[src/source/tetris_pkg.sv]
package tetris_pkg;

  //////////////////////////////////////////////////
  // board geometry and timing
  localparam int board_rows        = 21; // row 0 is the hidden spawn row
  localparam int board_cols        = 10;
  localparam int spawn_col         = 3;  // left edge of the mask at spawn
  localparam int count_start       = 3;
  localparam int count_tick_cycles = 16;
  localparam int drop_tick_cycles  = 256;
  localparam logic [7:0] lfsr_seed = 8'hb7;

  //////////////////////////////////////////////////
  // board and piece types
  typedef logic [board_cols-1:0] row_t; // bit c is column c
  typedef row_t [board_rows-1:0] board_t;

  typedef enum logic [1:0] {
    piece_a, // s-shape
    piece_b, // z-shape
    piece_c, // straight bar
    piece_d  // square
  } piece_kind_t;

  typedef logic [3:0][3:0] shape_t; // [mask row][mask column]

  typedef struct packed {
    logic [4:0] row;
    logic [3:0] col;
  } pos_t;

  typedef struct packed {
    logic spawn;
    logic fall;
    logic shift_left;
    logic shift_right;
    logic lock;
    logic wipe;
  } field_cmd_t;

  typedef struct packed {
    logic landed;
    logic spawn_blocked;
  } piece_status_t;

  function automatic shape_t shape_lut(piece_kind_t kind);
    shape_t s;
    s = '0;
    case (kind)
      piece_a: begin
        s[0] = 4'b0110;
        s[1] = 4'b0011;
      end
      piece_b: begin
        s[0] = 4'b0011;
        s[1] = 4'b0110;
      end
      piece_c: s[0] = 4'b1111;
      default: begin
        s[0] = 4'b0011;
        s[1] = 4'b0011;
      end
    endcase
    return s;
  endfunction

endpackage

[src/source/active_piece.sv]
module active_piece (
  input  logic                      clk,
  input  logic                      rst,
  input  tetris_pkg::field_cmd_t    cmd,
  input  tetris_pkg::piece_kind_t   kind,
  input  tetris_pkg::board_t        board,
  output tetris_pkg::piece_status_t status,
  output tetris_pkg::board_t        placed
);
  import tetris_pkg::*;

  pos_t   pos;
  shape_t shape;
  shape_t spawn_shape;
  logic   active;
  logic   spawn_ok;
  logic   fall_ok;
  logic   left_ok;
  logic   right_ok;

  //////////////////////////////////////////////////
  // collision test, anything off the board is solid
  function automatic logic fits(int row, int col, shape_t s, board_t b);
    logic ok;
    int   r;
    int   c;
    ok = 1'b1;
    for (int k = 0; k < 4; k++) begin
      for (int j = 0; j < 4; j++) begin
        r = row + k;
        c = col + j;
        if (s[k][j]) begin
          if (r < 0 || r >= board_rows || c < 0 || c >= board_cols) begin
            ok = 1'b0;
          end else if (b[r][c]) begin
            ok = 1'b0;
          end
        end
      end
    end
    return ok;
  endfunction

  function automatic board_t place(pos_t p, shape_t s);
    board_t b;
    int     r;
    int     c;
    b = '0;
    for (int k = 0; k < 4; k++) begin
      for (int j = 0; j < 4; j++) begin
        r = int'(p.row) + k;
        c = int'(p.col) + j;
        if (s[k][j] && r < board_rows && c < board_cols) begin
          b[r][c] = 1'b1;
        end
      end
    end
    return b;
  endfunction

  assign spawn_shape = shape_lut(kind);
  assign spawn_ok    = fits(0, spawn_col, spawn_shape, board);
  assign fall_ok     = fits(int'(pos.row) + 1, int'(pos.col), shape, board);
  assign left_ok     = fits(int'(pos.row), int'(pos.col) - 1, shape, board);
  assign right_ok    = fits(int'(pos.row), int'(pos.col) + 1, shape, board);

  assign placed = active ? place(pos, shape) : '0;

  //////////////////////////////////////////////////
  // piece state and status flags
  always_ff @(posedge clk, posedge rst) begin
    if (rst) begin
      active <= 1'b0;
      status <= '0;
    end else begin
      status <= '0; // flags are single pulses
      if (cmd.spawn) begin
        active               <= spawn_ok; // blocked spawn never shows
        status.spawn_blocked <= !spawn_ok;
      end else if (cmd.fall && active && !fall_ok) begin
        status.landed <= 1'b1;
      end else if (cmd.lock || cmd.wipe) begin
        active <= 1'b0;
      end
    end
  end

  always_ff @(posedge clk) begin
    if (cmd.spawn) begin
      shape   <= spawn_shape;
      pos.row <= '0;
      pos.col <= 4'(spawn_col);
    end else if (active) begin
      if (cmd.fall && fall_ok) begin
        pos.row <= pos.row + 5'd1;
      end else if (cmd.shift_left && left_ok) begin
        pos.col <= pos.col - 4'd1;
      end else if (cmd.shift_right && right_ok) begin
        pos.col <= pos.col + 4'd1;
      end
    end
  end

endmodule

[src/source/game_ctrl.sv]
module game_ctrl (
  input  logic                      clk,
  input  logic                      rst,
  input  logic                      en,
  input  logic                      left,
  input  logic                      right,
  input  logic                      down,
  input  logic                      drop_tick,
  input  logic                      count_done,
  input  tetris_pkg::piece_status_t status,
  input  logic                      clear_done,
  input  logic                      top_filled,
  output tetris_pkg::field_cmd_t    cmd,
  output logic                      count_run,
  output logic                      drop_run,
  output logic                      game_over
);
  import tetris_pkg::*;

  typedef enum logic [2:0] {
    st_idle,
    st_ready,
    st_spawn,
    st_fall,
    st_lock,
    st_eval,
    st_over
  } state_t;

  state_t state;
  state_t state_next;

  always_ff @(posedge clk, posedge rst) begin
    if (rst) begin
      state <= st_idle;
    end else begin
      state <= state_next;
    end
  end

  //////////////////////////////////////////////////
  // next state and command decode
  always_comb begin
    state_next = state;
    cmd        = '0;
    case (state)
      st_idle: begin
        if (en) state_next = st_ready;
      end
      st_ready: begin
        if (count_done) state_next = st_spawn;
      end
      st_spawn: begin
        cmd.spawn  = 1'b1;
        state_next = st_fall;
      end
      st_fall: begin
        if (status.spawn_blocked) begin
          state_next = st_over; // no room for the new piece
        end else if (status.landed) begin
          state_next = st_lock;
        end else if (drop_tick || down) begin
          cmd.fall = 1'b1;
        end else if (left) begin
          cmd.shift_left = 1'b1;
        end else if (right) begin
          cmd.shift_right = 1'b1;
        end
      end
      st_lock: begin
        cmd.lock   = 1'b1;
        state_next = st_eval;
      end
      st_eval: begin
        if (clear_done) state_next = top_filled ? st_over : st_spawn;
      end
      default: begin
        if (en) begin
          cmd.wipe   = 1'b1;
          state_next = st_idle;
        end
      end
    endcase
  end

  assign count_run = (state == st_ready);
  assign drop_run  = (state == st_fall);
  assign game_over = (state == st_over);

endmodule

[src/source/piece_source.sv]
module piece_source (
  input  logic                    clk,
  input  logic                    rst,
  input  logic                    next,
  output tetris_pkg::piece_kind_t kind
);
  import tetris_pkg::*;

  logic [7:0]  lfsr;
  logic        feedback;
  piece_kind_t held;

  // x^8 + x^6 + x^5 + x^4 + 1, maximal length
  assign feedback = lfsr[7] ^ lfsr[5] ^ lfsr[4] ^ lfsr[3];

  always_ff @(posedge clk, posedge rst) begin
    if (rst) begin
      lfsr <= lfsr_seed;
      held <= piece_a;
    end else if (next) begin
      lfsr <= {lfsr[6:0], feedback};
      held <= piece_kind_t'(lfsr[1:0]); // kind of the piece now in play
    end
  end

  // drawn kind goes straight out in the spawn cycle,
  // afterwards the kind in play is held
  assign kind = next ? piece_kind_t'(lfsr[1:0]) : held;

endmodule

[src/source/playfield.sv]
module playfield (
  input  logic                   clk,
  input  logic                   rst,
  input  tetris_pkg::field_cmd_t cmd,
  input  tetris_pkg::board_t     placed,
  output tetris_pkg::board_t     board,
  output tetris_pkg::board_t     grid,
  output logic                   clear_done,
  output logic                   top_filled
);
  import tetris_pkg::*;

  logic       scan_busy;
  logic [4:0] scan_row;
  logic       row_full;
  board_t     collapsed;

  assign row_full = &board[scan_row];

  // drop everything at and above scan_row by one row
  always_comb begin
    collapsed = board;
    for (int r = board_rows - 1; r > 0; r--) begin
      if (r <= scan_row) begin
        collapsed[r] = board[r-1];
      end
    end
    collapsed[0] = '0;
  end

  //////////////////////////////////////////////////
  // lock merge and line-clear scan
  always_ff @(posedge clk, posedge rst) begin
    if (rst) begin
      board      <= '0;
      scan_busy  <= 1'b0;
      scan_row   <= '0;
      clear_done <= 1'b0;
    end else begin
      clear_done <= 1'b0;
      if (cmd.wipe) begin
        board     <= '0;
        scan_busy <= 1'b0;
      end else if (cmd.lock) begin
        board     <= board | placed;
        scan_busy <= 1'b1;
        scan_row  <= 5'(board_rows - 1); // start at the bottom
      end else if (scan_busy) begin
        if (row_full) begin
          board <= collapsed; // rescan same row next cycle
        end else if (scan_row == 5'd1) begin
          scan_busy  <= 1'b0;
          clear_done <= 1'b1;
        end else begin
          scan_row <= scan_row - 5'd1;
        end
      end
    end
  end

  assign grid       = board | placed;
  assign top_filled = |board[0]; // stack reached the spawn row

endmodule

[src/source/start_countdown.sv]
module start_countdown (
  input  logic       clk,
  input  logic       rst,
  input  logic       run,
  input  logic       tick,
  output logic [7:0] seg,
  output logic       done
);
  import tetris_pkg::*;

  logic [1:0] count;
  logic       run_d;
  logic [7:0] digit;

  always_ff @(posedge clk, posedge rst) begin
    if (rst) begin
      count <= '0;
      run_d <= 1'b0;
      done  <= 1'b0;
    end else begin
      run_d <= run;
      done  <= 1'b0;
      if (run && !run_d) begin
        count <= 2'(count_start); // fresh countdown
      end else if (run && tick && count != 2'd0) begin
        count <= count - 2'd1;
        if (count == 2'd1) begin
          done <= 1'b1;
        end
      end
    end
  end

  // segments are {dp, g, f, e, d, c, b, a}
  always_comb begin
    case (count)
      2'd1:    digit = 8'h06;
      2'd2:    digit = 8'h5b;
      2'd3:    digit = 8'h4f;
      default: digit = 8'h00; // finished, nothing to show
    endcase
  end

  assign seg = run ? digit : 8'h00;

endmodule

[src/source/tetris_top.sv]
module tetris_top (
  input  logic                    clk,
  input  logic                    rst,
  input  logic                    en,
  input  logic                    left,
  input  logic                    right,
  input  logic                    down,
  output tetris_pkg::board_t      grid,
  output logic [7:0]              count_seg,
  output tetris_pkg::piece_kind_t piece_kind,
  output logic                    game_over
);
  import tetris_pkg::*;

  field_cmd_t    cmd;
  piece_status_t status;
  board_t        board;
  board_t        placed;
  logic          count_run;
  logic          count_tick;
  logic          count_done;
  logic          drop_run;
  logic          drop_tick;
  logic          clear_done;
  logic          top_filled;

  game_ctrl ctrl0 (
    .clk        (clk),
    .rst        (rst),
    .en         (en),
    .left       (left),
    .right      (right),
    .down       (down),
    .drop_tick  (drop_tick),
    .count_done (count_done),
    .status     (status),
    .clear_done (clear_done),
    .top_filled (top_filled),
    .cmd        (cmd),
    .count_run  (count_run),
    .drop_run   (drop_run),
    .game_over  (game_over)
  );

  //////////////////////////////////////////////////
  // countdown and gravity timing
  tick_gen #(.period(count_tick_cycles)) count_tick0 (
    .clk  (clk),
    .rst  (rst),
    .run  (count_run),
    .tick (count_tick)
  );

  tick_gen #(.period(drop_tick_cycles)) drop_tick0 (
    .clk  (clk),
    .rst  (rst),
    .run  (drop_run),
    .tick (drop_tick)
  );

  start_countdown countdown0 (
    .clk  (clk),
    .rst  (rst),
    .run  (count_run),
    .tick (count_tick),
    .seg  (count_seg),
    .done (count_done)
  );

  //////////////////////////////////////////////////
  // pieces and board
  piece_source source0 (
    .clk  (clk),
    .rst  (rst),
    .next (cmd.spawn),
    .kind (piece_kind)
  );

  active_piece piece0 (
    .clk    (clk),
    .rst    (rst),
    .cmd    (cmd),
    .kind   (piece_kind),
    .board  (board),
    .status (status),
    .placed (placed)
  );

  playfield field0 (
    .clk        (clk),
    .rst        (rst),
    .cmd        (cmd),
    .placed     (placed),
    .board      (board),
    .grid       (grid),
    .clear_done (clear_done),
    .top_filled (top_filled)
  );

endmodule

[src/source/tick_gen.sv]
module tick_gen #(
  parameter int period = 16
) (
  input  logic clk,
  input  logic rst,
  input  logic run,
  output logic tick
);
  localparam int width = $clog2(period);

  logic [width-1:0] count;

  always_ff @(posedge clk, posedge rst) begin
    if (rst) begin
      count <= '0;
      tick  <= 1'b0;
    end else if (!run) begin
      count <= '0; // restart the period on every run
      tick  <= 1'b0;
    end else if (count == width'(period - 1)) begin
      count <= '0;
      tick  <= 1'b1;
    end else begin
      count <= count + 1'b1;
      tick  <= 1'b0;
    end
  end

endmodule

[config.mk]
export PLATFORM = sky130hd
export DESIGN_NAME = tetris_top
export DESIGN_NICKNAME = d
export VERILOG_FILES = /design/src/source/tetris_pkg.sv /design/src/source/active_piece.sv /design/src/source/game_ctrl.sv /design/src/source/piece_source.sv /design/src/source/playfield.sv /design/src/source/start_countdown.sv /design/src/source/tetris_top.sv /design/src/source/tick_gen.sv
export SDC_FILE = /design/constraint.sdc
export NUM_CORES = 2
export LEC_CHECK = 0
export BUFFER_PORTS_ARGS = -buffer_cell sky130_fd_sc_hd__buf_2
export CAP_MARGIN = 20
export CORE_MARGIN = 2
export CORE_UTILIZATION = 55
export DETAILED_ROUTE_END_ITERATION = 8
export PLACE_DENSITY = 0.75
export SKIP_CTS_REPAIR_TIMING = 1
export SLEW_MARGIN = 20
export SYNTH_ARGS = -nofsm -noshare
export SYNTH_HDL_FRONTEND = slang
export SYNTH_HIERARCHICAL = 1
export SYNTH_SLANG_ARGS = --single-unit
[constraint.sdc]
create_clock -name clk -period 10.3 [get_ports clk]
set_input_delay 2.06 -clock clk [delete_from_list [all_inputs] [get_ports clk]]
set_output_delay 2.06 -clock clk [all_outputs]
set_load 0.1 [all_outputs]
==> results_dict.tcl <==
set metrics [dict create \
    status "complete, no violations" \
    cpLargestDelayFamily "buffers and inverters" \
    fin_setup_tns_ns 0 \
    grt_start_max_net_pins 136 \
    hold_path_class "flop to flop" \
    cts-htree-levels 1 \
    antenna_found_initial 8 \
    syn_to_final_growth_pct 8.692 \
    total_power_mw 9.426 \
    p_per_area_nw_per_um2 299.3 \
    routed_wl_um 147100 \
    clk_path_buf_depth 3 \
    cts_buffers 31 \
    clkTransAtPathRegs_ns 0.06 \
    crit_end "grid[5]" \
    slowest_delay_ns 0.80 \
    r2r.worst_path.cells 15 \
    overflow 0 \
    fin_crit_sh 0.7861 \
    r2r-start "piece0/pos[5]$_SDFFE_PP0P_" \
    row_count 84 \
    antenna_left 0 \
    synth_edf_count 6 \
    core_um2 52340 \
    drv_cap 0 \
    grt_pass1_wl_um 209200 \
    synth.distinct_cells 110 \
    crit_type "flop to primary output" \
    io_buffers 224 \
    hold_violations 0 \
    dr.pass1.iters 7 \
    fin_skew_ns 0.01996 \
    drive_above_1_share 0.2202 \
    r2r_end "piece0/pos[3]$_SDFFE_PP0P_" \
    cp-start-kind "flop" \
    ys_ff_latch 266 \
    setup_viol 0 \
    worstPathRequired_ns 8.24 \
    yosysWarnings 6 \
    io_pins 227 \
    path_max_fanout 27 \
    drt_iter0_drc 5729 \
    endpoint_kind "primary output" \
    avgSynthCellArea_um2 8.241 \
    path_cells "buf_4 > ha_1 > xor2_1 > clkinv_1 > ha_1 > o2111ai_1 > nor2_1 > a221oi_4 > buf_4 > o22ai_1 > and2_1 > or2_2 > buf_2" \
    initial_core_util 0.5536 \
    synth_flop_cell "dfrtp_1" \
    grt_pass1_vias 30440 \
    crit_buf_inv 4 \
    slew_headroom 0.1166 \
    layoutNonFillerInstCount 4256 \
    vias 33110 \
    ys_seq_area_frac 0.2295 \
    cts.sinks 266 \
    p_leak_nw 13.63 \
    irDropWorstVdd_mv 0.4172 \
    cp.arrival_ns 6.04 \
    dp_hpwl_um 104800 \
    via_per_inst 7.779 \
    gp_congestion 1.105 \
    drc_errors 0 \
    max_freq_ghz 0.1235 \
    async_flop_share 0.9436 \
    period_needed_ns 8.097 \
    synthCells 3516 \
    layout.nets 3596 \
    crit_cells 13 \
    syn-cell-area_um2 28980 \
    dieWidth_um 233.5 \
    clock_latency_ns 0.63 \
    tightest_slew_ns 1.322 \
    cts_tree "yes" \
    slew_viol_final 0 \
    slowest_stage "a221oi_4" \
    cp-startpoint "piece0/pos[1]$_SDFFE_PP1P_" \
    r2r_slack_ns 2.87 \
    fp.dieH_um 233.5 \
    cts_root_buf "clkbuf_16" \
    wl_per_cell_um 34.57 \
    grtUsageTotal 0.5213 \
    rsz0062_at_grt "no" \
    dpl.cell_count 4195 \
    die_area_um2 54540 \
]
[through the flow]
| step | util | worst slack (ns) | instance area, um^2 | hold slack (ns) |
|---|---|---|---|---|
| after floorplan | - | 2.304 | 28980 | 0.4459 |
| after global placement | 0.5791 | 3.085 | 30310 | 0.4598 |
| after detailed placement | 0.5801 | 3.078 | 30360 | 0.4669 |
| after CTS | 0.6016 | 2.433 | 31490 | 0.4793 |
| after global routing | 0.6016 | 1.967 | 31490 | 0.5035 |
| final | 0.6017 | 2.203 | 31500 | 0.4767 |
[cells in the mapped netlist, types with 17 or more instances]
| master | n | share of area |
|---|---|---|
| mux4_2 | 83 | 0.065 |
| nand2_1 | 203 | 0.026 |
| nor4_1 | 21 | 0.0045 |
| mux2_2 | 75 | 0.029 |
| a22o_1 | 40 | 0.012 |
| nand4_1 | 25 | 0.0054 |
| nor2_1 | 269 | 0.035 |
| dfrtp_1 | 245 | 0.21 |
| buf_1 | 17 | 0.0022 |
| a221oi_1 | 140 | 0.042 |
| a31oi_1 | 47 | 0.010 |
| o21ai_0 | 99 | 0.017 |
| a22oi_1 | 21 | 0.0054 |
| buf_4 | 28 | 0.0073 |
| o21a_1 | 18 | 0.0047 |
| nand3_1 | 72 | 0.012 |
| or2_2 | 167 | 0.036 |
| nor2b_1 | 21 | 0.0045 |
| mux2i_1 | 221 | 0.076 |
| o31ai_1 | 23 | 0.0060 |
| and3_1 | 21 | 0.0045 |
| a311oi_1 | 41 | 0.012 |
| nand2b_1 | 19 | 0.0041 |
| clkbuf_1 | 200 | 0.026 |
| inv_1 | 147 | 0.019 |
| a211oi_1 | 42 | 0.011 |
| ha_1 | 49 | 0.021 |
| buf_2 | 41 | 0.0071 |
| o211ai_1 | 23 | 0.0060 |
| a21oi_1 | 162 | 0.028 |
| nor3_1 | 67 | 0.012 |
| xnor2_1 | 29 | 0.0088 |
| and2_1 | 235 | 0.051 |
| o22ai_1 | 262 | 0.057 |
| buf_6 | 30 | 0.012 |
[report_power, final]
part           switching [mW]  internal [mW]
Combinational            4.89           1.68
Clock                   0.516          0.726
Sequential              0.423           1.19
[layout make-up]
| class | count | area [um^2] |
|---|---|---|
| inverter | 154 | 585.6 |
| timing repair buffer | 307 | 1772 |
| fill | 4852 | 20850 |
| multi-input combinational | 2780 | 20480 |
| clock buffer | 42 | 918.4 |
| clock inverter | 16 | 209.0 |
| antenna | 3 | 7.507 |
| tap | 688 | 860.8 |
| sequential | 266 | 6665 |
[logic make-up after synthesis]
kind of cell               count (synthesis)  share of synthesized area
and+or+nand+nor                         1211                     0.2232
AOI/OAI and AO/OA                       1100                     0.2687
buffers and inverters                    471                    0.07423
muxes                                    381                     0.1710
DFF                                      266                     0.2295
adders and majority gates                 50                    0.02185
xor gates and xnor gates                  36                    0.01140
other                                      1                  0.0001294
[worst min-delay path by stage]
stage,start,end,cells past startpoint
finish,source0/lfsr[1]$_DFFE_PP1P_,source0/lfsr[1]$_DFFE_PP1P_,2
global route,source0/lfsr[2]$_DFFE_PP1P_,source0/lfsr[2]$_DFFE_PP1P_,2
CTS,source0/lfsr[1]$_DFFE_PP1P_,source0/lfsr[1]$_DFFE_PP1P_,2
detailed placement,source0/lfsr[1]$_DFFE_PP1P_,source0/lfsr[1]$_DFFE_PP1P_,2
global placement,source0/lfsr[2]$_DFFE_PP1P_,source0/lfsr[2]$_DFFE_PP1P_,2
floorplan,source0/lfsr[2]$_DFFE_PP1P_,source0/lfsr[2]$_DFFE_PP1P_,2
[routing by layer]
layer | vias up | global-route usage | share of wire
li1 | 13460 | - | -
met1 | 15750 | 0.6576 | 0.35
met2 | 3090 | 0.7325 | 0.40
met3 | 802 | 0.1969 | 0.15
met4 | 10 | 0.3590 | 0.090
met5 | - | 0 | 0.00074
[sequential cells by signal (all words and copies together) (netlist names), 2 cells and up]
signal	flops
field0/board	210
piece0/pos	9
drop_tick0/count	8
source0/lfsr	8
piece0/shape	6
field0/scan_row	5
count_tick0/count	4
ctrl0/state	3
countdown0/count	2
piece0/status	2
source0/held	2
[worst min-delay path, stage by stage, from the launching register on]
cell     delay (ns)
dfstp_2        0.37
inv_1          0.04
o21ai_0        0.07
[cell usage in the layout, fill, tap and decap left out, types with 75 or more instances in the layout]
cell / netlist / final
nor2_1: 269 / 268
o21ai_0: 99 / 99
mux4_2: 83 / 83
nand2_1: 203 / 203
mux2_2: 75 / 75
dfrtp_1: 245 / 242
buf_4: 28 / 79
mux2i_1: 221 / 221
a21oi_1: 162 / 158
or2_2: 167 / 167
buf_2: 41 / 224
a221oi_1: 140 / 130
inv_1: 147 / 146
and2_1: 235 / 235
o22ai_1: 262 / 262
No activity file was read; power rests on OpenSTA's default activity.
